===== src/hdl/ss_pkg.sv =====
// Save-state subsystem constants
// Bus widths, RAM geometry, region indices, register map and sequencer states
`default_nettype none

package ss_pkg;

    // ========================================
    // Save-state bus
    // ========================================
    localparam int SS_DATA_W      = 16;
    localparam int SS_ADDR_W      = 8;
    localparam int SS_IDX_W       = 1;
    localparam int SS_NUM_REGIONS = 2 ** SS_IDX_W;

    // Region indices, walked in ascending order
    localparam logic [SS_IDX_W-1:0] SS_IDX_CPU = 1'd0;
    localparam logic [SS_IDX_W-1:0] SS_IDX_SPR = 1'd1;

    // ========================================
    // Work RAM geometry
    // ========================================
    localparam int CPU_RAM_AW = 8;
    localparam int SPR_RAM_AW = 7;
    localparam int SPR_RAM_W  = 8;

    // ========================================
    // Host registers
    // ========================================
    localparam int CFG_ADDR_W = 2;
    localparam logic [CFG_ADDR_W-1:0] CFG_CTRL = 2'd0;
    localparam logic [CFG_ADDR_W-1:0] CFG_MASK = 2'd1;
    localparam logic [CFG_ADDR_W-1:0] CFG_STAT = 2'd2;

    // STAT holds busy and done below the word count
    localparam int WORD_CNT_W = SS_DATA_W - 2;

    // Sequencer FSM encoding
    localparam int SEQ_STATE_W = 3;
    localparam logic [SEQ_STATE_W-1:0] SEQ_IDLE  = 3'd0;
    localparam logic [SEQ_STATE_W-1:0] SEQ_FIND  = 3'd1;
    localparam logic [SEQ_STATE_W-1:0] SEQ_START = 3'd2;
    localparam logic [SEQ_STATE_W-1:0] SEQ_LOAD  = 3'd3;
    localparam logic [SEQ_STATE_W-1:0] SEQ_XFER  = 3'd4;
    localparam logic [SEQ_STATE_W-1:0] SEQ_NEXT  = 3'd5;

endpackage

`default_nettype wire

===== src/hdl/ss_sequencer.sv =====
// Save-state sequencer
// Walks each enabled region word by word, dumping words out in save mode
// and writing host-supplied words back in restore mode
`timescale 1ns/10ps
`default_nettype none

module ss_sequencer (
    input  wire                                clk,
    input  wire                                reset,
    input  wire                                go,
    input  wire                                restore,
    input  wire  [ss_pkg::SS_NUM_REGIONS-1:0]  region_mask,
    output logic [ss_pkg::SS_IDX_W-1:0]        ss_sel,
    output logic [ss_pkg::SS_ADDR_W-1:0]       ss_addr,
    output logic [ss_pkg::SS_DATA_W-1:0]       ss_wdata,
    output logic                               ss_write,
    output logic                               ss_read,
    input  wire                                ss_ack,
    input  wire  [ss_pkg::SS_DATA_W-1:0]       ss_rdata,
    output logic                               dump_strobe,
    output logic [ss_pkg::SS_DATA_W-1:0]       dump_data,
    output logic                               load_req,
    input  wire                                load_strobe,
    input  wire  [ss_pkg::SS_DATA_W-1:0]       load_data,
    output logic                               busy,
    output logic                               done,
    output logic [ss_pkg::WORD_CNT_W-1:0]      word_count
);

    import ss_pkg::*;

    logic [SEQ_STATE_W-1:0]    state;
    logic                      mode_restore;
    logic [SS_NUM_REGIONS-1:0] pending;
    logic [SS_ADDR_W-1:0]      last_addr;

    // Region lengths come straight from the RAM geometry
    assign last_addr = (ss_sel == SS_IDX_CPU) ? SS_ADDR_W'(2**CPU_RAM_AW - 1)
                                              : SS_ADDR_W'(2**SPR_RAM_AW - 1);

    always_ff @(posedge clk) begin
        if (reset) begin
            state        <= SEQ_IDLE;
            mode_restore <= 1'b0;
            pending      <= '0;
            ss_sel       <= '0;
            ss_read      <= 1'b0;
            ss_write     <= 1'b0;
            dump_strobe  <= 1'b0;
            load_req     <= 1'b0;
            busy         <= 1'b0;
            done         <= 1'b0;
            word_count   <= '0;
        end else begin
            dump_strobe <= 1'b0;
            load_req    <= 1'b0;
            done        <= 1'b0;
            case (state)
                SEQ_IDLE: begin
                    if (go) begin
                        mode_restore <= restore;
                        pending      <= region_mask;
                        ss_sel       <= '0;
                        word_count   <= '0;
                        busy         <= 1'b1;
                        state        <= SEQ_FIND;
                    end
                end
                // Regions are retired from pending as they finish
                SEQ_FIND: begin
                    ss_addr <= '0;
                    if (pending == '0) begin
                        busy  <= 1'b0;
                        done  <= 1'b1;
                        state <= SEQ_IDLE;
                    end else if (pending[ss_sel]) begin
                        state <= SEQ_START;
                    end else begin
                        ss_sel <= ss_sel + 1'b1;
                    end
                end
                SEQ_START: begin
                    if (mode_restore) begin
                        load_req <= 1'b1;
                        state    <= SEQ_LOAD;
                    end else begin
                        ss_read <= 1'b1;
                        state   <= SEQ_XFER;
                    end
                end
                SEQ_LOAD: begin
                    if (load_strobe) begin
                        ss_wdata <= load_data;
                        ss_write <= 1'b1;
                        state    <= SEQ_XFER;
                    end
                end
                // Hold the access until the adaptor acks, then drop it
                SEQ_XFER: begin
                    if (ss_ack) begin
                        ss_read     <= 1'b0;
                        ss_write    <= 1'b0;
                        dump_strobe <= !mode_restore;
                        dump_data   <= ss_rdata;
                        word_count  <= word_count + 1'b1;
                        state       <= SEQ_NEXT;
                    end
                end
                SEQ_NEXT: begin
                    if (ss_addr == last_addr) begin
                        pending[ss_sel] <= 1'b0;
                        state           <= SEQ_FIND;
                    end else begin
                        ss_addr <= ss_addr + 1'b1;
                        state   <= SEQ_START;
                    end
                end
                default: state <= SEQ_IDLE;
            endcase
        end
    end

    assert property (@(posedge clk) disable iff (reset) !(ss_read && ss_write))
        else $error("Save-state read and write raised together");

    assert property (@(posedge clk) disable iff (reset) load_strobe |-> state != SEQ_IDLE)
        else $error("Load strobe arrived with no operation running");

endmodule

`default_nettype wire


===== config.mk =====
export PLATFORM = sky130hd
export DESIGN_NAME = ss_sequencer
export DESIGN_NICKNAME = d
export VERILOG_FILES = /design/src/hdl/ss_pkg.sv /design/src/hdl/ss_sequencer.sv
export SDC_FILE = /design/constraint.sdc
export NUM_CORES = 1
export LEC_CHECK = 0
export BUFFER_PORTS_ARGS = -buffer_cell sky130_fd_sc_hd__buf_4
export CAP_MARGIN = 20
export CORE_MARGIN = 3
export CORE_UTILIZATION = 50
export CTS_BUF_LIST = sky130_fd_sc_hd__clkbuf_2 sky130_fd_sc_hd__clkbuf_4 sky130_fd_sc_hd__clkbuf_8
export DETAILED_ROUTE_END_ITERATION = 6
export PLACE_DENSITY_LB_ADDON = 0.3
export SETUP_SLACK_MARGIN = 0.15
export SYNTH_ARGS = -nofsm -noshare
export SYNTH_HDL_FRONTEND = slang
export SYNTH_SLANG_ARGS = --single-unit

===== constraint.sdc =====
create_clock -name clk -period 2.7 [get_ports clk]
set_input_delay 0 -clock clk [delete_from_list [all_inputs] [get_ports clk]]
set_output_delay 0 -clock clk [all_outputs]
set_load 0.02 [all_outputs]

==> run summary, run 1 <==
RD Place Congestion - 0.7895
Min-Delay Path Class - primary input to flop
dominant synthesized flop cell - edfxtp_1
Std-Cell Rows - 26
total CTS buffers - 9
die area - 6280 sq um
pin count of the biggest net entering global routing - 21
via count - 2,399
power per cell area - 581.4 nW/um^2
Peak supply drop - 0.4217 mV
final global-route overflow total - 0
IO buf count - 100
number of distinct library cells after synthesis - 42
Leak Pwr - 1.617 nW
vias in the first global route - 2,368
critical path type - flop to flop
area grow syn2layout - 53.45%
top cells by area, synth - edfxtp_1, dfxtp_1, a21oi_1, nor2_1, nand2_1
post-layout util - 80.09%
Chip Height - 79.25 um
starting density of the core - 52.19%
Worst Reg2Reg Path Length in Cells - 4
Final min period - 2.069 ns
remaining routing DRC violations - 0
Detail Route Antenna Nets - 0
final setup vio count - 0
layout cell share with drive strength beyond 1 - 32.20%
Final Power - 2.393 mW
Worst-Margin Slew - 0.7388 ns
Setup WS pre-CTS - 0.4325 ns
worst hold slack - 0.01520 ns
ANT cells - 0
fillers - 327
Synth Warn # - 0
critical path arrival - 2.34 ns
post-DP HPWL - 4309 um
setup TNS - 0 ns
initial antenna violation count - 0
first-pass GRT wire length - 11,590 um
TritonRoute pass-1 iters - 4
Worst R2R End - word_count[12]
drt wl/cell - 16.42 um
design area - 4116 sq um
Final Hold Fails - 0
CP endpoint kind - flop
Final #Nets - 419
Final period util - 76.62%
Area after DPL - 3501 sq um
Seq cells post-synth - 67
CORE AREA - 5140 sq um
FF-to-FF Start - state[1]
Critical Path Source Type - flop
maxcap violations - 0
Longest Clk Path Bufs - 2
gr usage total - 24.50%
RSZ-0062 raised after global routing - no
hold endpoint - state[1]
hold_sp - load_strobe
clock transition at the registers of the reported paths - 0.07 ns
post-synthesis sequential area ratio - 64.93%
Max-slew headroom - 50.75%
Synth Instances - 235
# IOs - 101
Min-Delay Path Depth - 3
fmax - 483.4 MHz
Post-Syn Area - 2683 sq um
fin. max-slew vios - 0
Post-synth EDFFs - 40
Post-Syn Area per Cell - 11.42 sq um
Worst Path Max Fanout - 12
DP Cell Count - 398
Avg Vias per Cell - 5.308
CP Data Required Time - 2.97 ns
H-Tree Depth - 3
largest area contributor in the netlist - edfxtp_1
Final WS setup - 0.6313 ns
Layout Skew - 0.008251 ns
final wirelength - 7422 um
CTS tree - built
Clock Latency Late Sink - 0.34 ns
status - finished, final reports clean
root buffer cell - clkbuf_8
internal reg-to-reg setup slack - 0.63 ns
Async SR Flop Fraction - 0%
Sink Count - 67
Mapped Nets - 277
Layout Cells excl Fill - 452
DRT iter0 DRCs - 128
Die W - 79.25 um
share of the synthesized area in the top cell type - 44.78%
[repair_timing]
item                                   4_1_cts  5_1_grt
endpoints found under the hold margin       42        0
hold buffers                                37        0
buffers inserted                             0        0
resized for setup                            0        0
[worst max path at each step]
stage	startpoint	to	slack, ns
2_1_floorplan	ss_addr[0]	ss_addr[0]	0.64
3_3_place_gp	ss_addr[0]	ss_addr[3]	0.59
3_5_place_dp	ss_addr[0]	ss_addr[4]	0.43
4_1_cts	ss_addr[0]	ss_addr[4]	0.42
5_1_grt	state[1]	word_count[8]	0.51
6_report	state[1]	word_count[12]	0.63
[layout by cell type (no fill, tap or decap), types with 2 or more instances in the layout]
cell           count
xor2_1             3
o22ai_1            2
xnor2_1            6
nand2_1           19
inv_1              6
buf_4            103
or4_1              3
o21ai_0           11
dlygate4sd3_1     37
nand2b_1           4
nor3_1             5
clkbuf_8           9
a211oi_1           2
nor2b_1            3
ha_1               2
and3_1             2
or3_1             10
a21oi_1           19
dfxtp_1           27
a31o_2             2
nand3_1           11
nor2_1            23
bufinv_16          3
o211ai_1           2
nand4_1            5
nand3b_1           2
clkinv_4           2
edfxtp_1          40
[per-layer routing]
metal  up-vias  GRT usage (%)  wire (um)
met1      1114          29.18       3003
met4         0          12.54        189
met3        15          4.195        547
met5         -              0          0
met2       122          42.42       3681
li1       1148              -          -
[cells in the mapped netlist, types with 2 or more instances]
cell type / count
buf_2: 2
nand3b_1: 2
a31o_2: 2
inv_1: 6
and3_1: 2
clkbuf_2: 2
nor2_1: 23
nand2b_1: 4
xor2_1: 3
clkbuf_1: 6
o22ai_1: 2
nor3_1: 5
a211oi_1: 2
nand3_1: 11
nor2b_1: 3
nand2_1: 19
dfxtp_1: 27
xnor2_1: 6
edfxtp_1: 40
nand4_1: 5
o211ai_1: 2
or3_1: 10
ha_1: 2
o21ai_0: 11
a21oi_1: 19
or4_1: 3
[state kept, by name, indices dropped and copies added, names as in the netlist]
name / flops
busy: 1
done: 1
dump_data: 16
dump_strobe: 1
load_req: 1
mode_restore: 1
pending: 2
ss_addr: 8
ss_read: 1
ss_sel: 1
ss_wdata: 16
ss_write: 1
state: 3
word_count: 14
[kinds of logic after synthesis]
logic type,synth area share (%)
buffers and inverters,2.425
flip-flops,64.93
XOR/XNOR,2.939
adder cells (fa/ha/maj),0.9327
AO/OA/AOI/OAI,10.12
multiplexers,0.7929
AND/OR/NAND/NOR,17.86
[final cells by class]
class / instances / area [sq um] / share of cell area [%]
multi-input combinational: 152 / 875.8 / 21.28
sequential: 67 / 1742 / 42.31
inverter: 6 / 22.52 / 0.5471
clock buffer: 9 / 123.9 / 3.009
clock inverter: 7 / 116.4 / 2.827
timing repair buffer: 141 / 1149 / 27.90
tap: 70 / 87.58 / 2.128
[worst max-delay path, stage by stage, from the launching register on]
cell,delay [ns]
dfxtp_1,0.42
or2_0,0.34
or4_1,0.69
or3_1,0.39
a21oi_1,0.16
[power by group]
group | leakage [nW] | switching [mW] | internal [mW]
Combinational | 0.914 | 0.124 | 0.134
Clock | 0.121 | 0.388 | 0.612
Sequential | 0.582 | 0.0300 | 1.11
Total | 1.62 | 0.543 | 1.85
(Power assumes the default switching activity.)
==> run 2, diff against run 1 <==
- ABC_AREA: unset -> 1
- CORE_UTILIZATION: 50 -> 46
- clock period: 2.7 -> 1.9 ns (I/O delays scaled with it)
==> run summary, run 2 <==
design area - 4203 sq um (+2.1%)
fillers - 403 (+23%)
die area - 7118 sq um (+13%)
Detail Route Antenna Nets - 0 (unchanged)
CP endpoint - ss_addr[1]
most frequent cell after synthesis - nand2_1
IO buf count - 100 (unchanged)
RD Place Congestion - 0.8433 (+6.8%)
via count - 2,566 (+7.0%)
Mapped Nets - 334 (+21%)
gr usage total - 20.85% (-3.6 points)
Seq cells post-synth - 67 (unchanged)
CP endpoint kind - flop
Final #Nets - 479 (+14%)
CTS tree - built
FF-to-FF Start - ss_addr[0]
Leak Pwr - 1.827 nW (+13%)
Avg Vias per Cell - 4.992 (-5.9%)
Layout Skew - 0.01150 ns (+0.003253 ns)
Final Hold Fails - 0 (unchanged)
largest area contributor in the netlist - edfxtp_1
fin. max-slew vios - 0 (unchanged)
vias in the first global route - 2,435 (+2.8%)
initial antenna violation count - 0 (unchanged)
area grow syn2layout - 48.76%
TritonRoute pass-1 iters - 4 (unchanged)
RSZ-0062 raised after global routing - no
Area after DPL - 3676 sq um (+5.0%)
root buffer cell - clkbuf_8
Chip Height - 84.37 um (+6.5%)
CORE AREA - 5709 sq um (+11%)
power per cell area - 742.2 nW/um^2 (+28%)
Die W - 84.37 um (+6.5%)
Critical Path Source Type - flop
final setup vio count - 0 (unchanged)
Std-Cell Rows - 27 (+3.8%)
Post-synth EDFFs - 40 (unchanged)
fmax - 600.1 MHz (+24%)
post-synthesis sequential area ratio - 61.65% (-3.3 points)
Post-synth top cells - nand2_1, edfxtp_1, nor2_1
drt wl/cell - 14.82 um (-9.8%)
CP Data Required Time - 1.98 ns (-0.99 ns)
Synth Warn # - 0 (unchanged)
starting density of the core - 49.48% (-2.7 points)
dominant synthesized flop cell - edfxtp_1
Critical Path Source - ss_addr[0]
internal reg-to-reg setup slack - 0.23 ns (-0.40 ns)
Async SR Flop Fraction - 0% (unchanged)
layout cell share with drive strength beyond 1 - 30.77% (-1.4 points)
Peak supply drop - 0.4863 mV (+15%)
Clock Latency Late Sink - 0.34 ns (about the same)
Worst Reg2Reg Path Length in Cells - 6 (+2)
most common cell after layout, fill and taps aside - buf_4
top cells by area, synth - edfxtp_1, dfxtp_1, nand2_1, nor2_1, inv_1
Synth Instances - 292 (+24%)
Post-Syn Area - 2825 sq um (+5.3%)
Slowest Stage Delay on Critical Path - 0.42 ns (-0.27 ns)
final wirelength - 7617 um (+2.6%)
# IOs - 101 (unchanged)
remaining routing DRC violations - 0 (unchanged)
H-Tree Depth - 3 (unchanged)
Worst-Margin Slew - 0.4510 ns (-0.2878 ns)
Final min period - 1.666 ns (-0.4024 ns)
Post-Syn Area per Cell - 9.675 sq um (-15%)
Longest Clk Path Bufs - 2 (unchanged)
setup TNS - 0 ns (unchanged)
number of distinct library cells after synthesis - 31 (-26%)
critical path type - flop to flop
most frequent cells in the layout - buf_4, nand2_1, edfxtp_1
total CTS buffers - 9 (unchanged)
maxcap violations - 0 (unchanged)
Max-slew headroom - 69.89% (+19 points)
critical path arrival - 1.75 ns (-0.59 ns)
Min-Delay Path Depth - 5 (+2)
Top Registers - dump_data (16), ss_wdata (16), word_count (14)
post-DP HPWL - 4874 um (+13%)
Worst R2R End - ss_addr[1]
Sink Count - 67 (unchanged)
CP max-delay cell - edfxtp_1
CP cell instances - ha_2 -> nand3_1 -> nor2_1 -> nand3_1 -> nand4_1 -> inv_2
most used cell, CP - nand3_1
ANT cells - 0 (unchanged)
Worst Path Max Fanout - 8 (-4)
Min-Delay Path Class - primary input to flop
status - finished, final reports clean
clock transition at the registers of the reported paths - 0.08 ns (about the same)
Final period util - 87.70% (+11 points)
final global-route overflow total - 0 (unchanged)
first-pass GRT wire length - 11,810 um (+1.8%)
share of the synthesized area in the top cell type - 42.52% (-2.3 points)
DRT iter0 DRCs - 173 (+35%)
pin count of the biggest net entering global routing - 18 (-14%)
run 2: changes by cell type in the layout (fill, tap and decap cells not counted), sizes merged, moves of 4 or more:
cell	before	now
nand2	19	72
inv	6	36
nor2	23	39
or3	10	0
nand3	11	20
xnor2	6	1
nand2b	4	0
run 2: routing by layer:
metal  vias up  track usage [%]  share of wire, %
li1       1256                -                 -
met1      1191            25.25                39
met3         9            4.416               7.2
met4         0            7.482               1.4
met2       110            36.66                52
met5         -                0                 0
run 2: how the worst min path moves through the flow:
stage / startpoint / to / slack, ns
after floorplan: ss_rdata[0] / dump_data[0] / 0.1
after global placement: ss_rdata[1] / dump_data[1] / 0.18
after detailed placement: ss_rdata[13] / dump_data[13] / 0.18
after CTS: region_mask[1] / pending[1] / 0.007
after global routing: ss_ack / state[2] / 0.02
final: region_mask[1] / pending[1] / 0.01
run 2: area by class of cell:
| cell class | instances | area, sq um | share of cell area [%] |
|---|---|---|---|
| Sequential cell | 67 | 1743 | 41.47 |
| Timing Repair Buffer | 139 | 1141 | 27.15 |
| Multi-Input combinational cell | 185 | 929.6 | 22.12 |
| Inverter | 35 | 131.4 | 3.126 |
| Clock buffer | 9 | 123.9 | 2.947 |
| Tap cell | 72 | 90.09 | 2.143 |
| Clock inverter | 7 | 43.79 | 1.042 |
run 2: report_power, final:
| part | internal [mW] | switching (mW) | total [mW] |
|---|---|---|---|
| Clock | 0.469 | 0.562 | 1.03 |
| Sequential | 1.58 | 0.0456 | 1.62 |
| Combinational | 0.215 | 0.252 | 0.466 |
| Total | 2.26 | 0.859 | 3.12 |
run 2: critical path: cells and delay by family, from the launching register on:
kind / cells / cell delay, ns
adder cells (fa/ha/maj): 1 / 0.23
AND/OR/NAND/NOR: 4 / 0.66
flip-flops: 1 / 0.42
buffers and inverters: 1 / 0.11
run 2: what timing repair did:
item,4_1_cts,5_1_grt
gates resized for setup,0,3
hold endpoints to repair,42,0
setup endpoints to repair,0,12
hold buffers,34,0
buffers inserted,0,2
run 2: stage by stage:
| stage | std cells | util, % | hold WS [ns] | worst slack [ns] | power [mW] |
|---|---|---|---|---|---|
| final | 514 | 73.61 | 0.01472 | 0.2337 | 3.119 |
| after global routing | 514 | 73.61 | 0.02283 | 0.1128 | 3.262 |
| after CTS | 512 | 73.29 | 0.007330 | 0.2331 | 3.095 |
| after detailed placement | 462 | 64.39 | 0.1795 | 0.2404 | 2.049 |
| after global placement | 462 | 64.39 | 0.1782 | 0.2810 | 2.037 |
| after floorplan | 292 | - | 0.09887 | 0.2706 | 1.911 |
run 2: cells by family (layout without fill, tap and decap cells):
| group | Yosys count | in the layout | share of synthesized area [%] |
|---|---|---|---|
| DFF | 67 | 67 | 61.65 |
| and+or+nand+nor | 148 | 148 | 24.31 |
| buffers and inverters | 40 | 190 | 6.156 |
| adders and majority gates | 2 | 2 | 0.8856 |
| AOI/OAI and AO/OA | 34 | 34 | 6.687 |
| xor gates and xnor gates | 1 | 1 | 0.3101 |
==> run 3, diff against run 2 <==
- CORE_UTILIZATION: 46 -> 44
- CTS_BUF_LIST: sky130_fd_sc_hd__clkbuf_2 sky130_fd_sc_hd__clkbuf_4 sky130_fd_sc_hd__clkbuf_8 -> unset
==> run summary, run 3 (same netlist as run 2, synthesis figures left out) <==
Die W - 86.13 um (+2.1%)
gr usage total - 19.83% (-1.0 points)
Longest Clk Path Bufs - 2 (unchanged)
final wirelength - 7075 um (-7.1%)
clock transition at the registers of the reported paths - 0.08 ns (about the same)
total CTS buffers - 9 (unchanged)
pin count of the biggest net entering global routing - 18 (unchanged)
area grow syn2layout - 49.42%
Critical Path Source Type - flop
Leak Pwr - 1.828 nW (about the same)
fmax - 623.6 MHz (+3.9%)
Final Hold Fails - 0 (unchanged)
Chip Height - 86.13 um (+2.1%)
Register Area - 1743 sq um (unchanged)
H-Tree Depth - 3 (unchanged)
multi-input logic area - 927.1 sq um (-0.27%)
critical path type - flop to flop
TritonRoute pass-1 iters - 4 (unchanged)
final setup vio count - 0 (unchanged)
die area - 7418 sq um (+4.2%)
CP top delay family - flip-flops
CP max-delay cell - edfxtp_1
CP endpoint kind - flop
CP cell instances - ha_1 -> nand3_1 -> nor2_1 -> nand3_1 -> nand4_1 -> inv_2
CORE AREA - 6061 sq um (+6.2%)
# IOs - 101 (unchanged)
Avg Vias per Cell - 4.773 (-4.4%)
Clock Latency Late Sink - 0.33 ns (about the same)
post-DP HPWL - 4798 um (-1.6%)
RSZ-0062 raised after global routing - no
final global-route overflow total - 0 (unchanged)
starting density of the core - 46.61% (-2.9 points)
Detail Route Antenna Nets - 0 (unchanged)
critical path arrival - 1.63 ns (-0.12 ns)
layout cell share with drive strength beyond 1 - 30.45% (-0.31 points)
most used cell, CP - nand3_1
most common cell after layout, fill and taps aside - buf_4
Worst Path Max Fanout - 8 (unchanged)
Slowest Stage Delay on Critical Path - 0.44 ns (+0.02 ns)
Final WS setup - 0.2965 ns (+0.06274 ns)
CP Data Required Time - 1.93 ns (-0.05 ns)
ANT cells - 0 (unchanged)
initial antenna violation count - 0 (unchanged)
Min-Delay Path Class - primary input to flop
Final min period - 1.604 ns (-0.06274 ns)
root buffer cell - clkbuf_8
drt wl/cell - 13.74 um (-7.3%)
Std-Cell Rows - 28 (+3.7%)
maxcap violations - 0 (unchanged)
Max-slew headroom - 69.92% (about the same)
WP buf/inv - 1 (unchanged)
IO buf count - 100 (unchanged)
setup TNS - 0 ns (unchanged)
Final period util - 84.40% (-3.3 points)
most frequent cells in the layout - buf_4, nand2_1, edfxtp_1
Final #Nets - 477 (-0.42%)
Worst-Margin Slew - 0.4507 ns (-0.0003315 ns)
Setup WS pre-CTS - 0.2190 ns (-0.02142 ns)
remaining routing DRC violations - 0 (unchanged)
CTS tree - built
Final Power - 3.252 mW (+4.3%)
Peak supply drop - 0.4707 mV (-3.2%)
Layout Skew - 0.01428 ns (+0.002780 ns)
power per cell area - 770.4 nW/um^2 (+3.8%)
DRT iter0 DRCs - 178 (+2.9%)
fillers - 467 (+16%)
Sink Count - 67 (unchanged)
RD Place Congestion - 0.8309 (-1.5%)
Top Registers - dump_data (16), ss_wdata (16), word_count (14)
fin. max-slew vios - 0 (unchanged)
status - finished, final reports clean
vias in the first global route - 2,412 (-0.94%)
via count - 2,458 (-4.2%)
first-pass GRT wire length - 11,410 um (-3.3%)
[run 3: changes by cell type in the layout (fill, tap and decap cells not counted)]
cell / before / now
bufinv_16: 0 / 1
ha_1: 1 / 2
clkinv_1: 1 / 0
clkinvlp_4: 1 / 2
clkinv_2: 3 / 1
clkinv_4: 1 / 2
buf_4: 104 / 102
ha_2: 1 / 0
[run 3: where the power goes]
| part | switching, mW | leakage [nW] | internal (mW) | total, mW |
|---|---|---|---|---|
| combinational | 0.246 | 1.15 | 0.212 | 0.458 |
| sequential | 0.0437 | 0.583 | 1.58 | 1.62 |
| clock | 0.562 | 0.0958 | 0.612 | 1.17 |
| total | 0.852 | 1.83 | 2.40 | 3.25 |
[run 3: final timing paths]
check / endpoint / from / slack (ns) / depth (start not counted)
setup reg to reg: ss_addr[1] / ss_addr[0] / 0.30 / 6
hold reg to reg: busy / busy / 0.47 / 2
setup / recovery: ss_addr[1] / ss_addr[0] / 0.30 / 6
hold / removal: state[2] / ss_ack / 0.02 / 3
[run 3: through the flow]
step	cell area [sq um]	hold slack (ns)	util (%)	instances
after global routing	4222	0.02997	69.65	515
after global placement	3680	0.1780	60.71	465
after detailed placement	3680	0.1792	60.71	465
after floorplan	2843	0.09887	-	292
final	4222	0.02333	69.65	515
after CTS	4220	0.01141	69.63	515
[run 3: tightest hold or removal path, stage by stage]
cell	delay (ns)
buf_4	0.11
nand3b_1	0.13
a21oi_1	0.07
[run 3: per-layer routing]
metal | vias to the layer above | part of all wire [%] | track usage (%)
li1 | 1255 | - | -
met3 | 10 | 6.3 | 4.131
met2 | 87 | 50 | 33.08
met4 | 0 | 1.7 | 8.633
met5 | - | 0 | 0
met1 | 1106 | 42 | 24.78
[run 3: final cells by class]
cell class              count  share of cell area [%]
flip-flops and latches     67                   41.29
repair buffers            137                   26.67
multi-input cells         185                   21.96
inverters                  35                   3.112
clock buffers               9                   2.934
well taps                  75                   2.223
clock inverters             7                   1.808
[run 3: what timing repair did]
action,4_1_cts,5_1_grt
gates resized for setup,0,2
hold buffers,34,0
buffers inserted,0,0
endpoints found under the setup margin,0,9
endpoints found under the hold margin,42,0
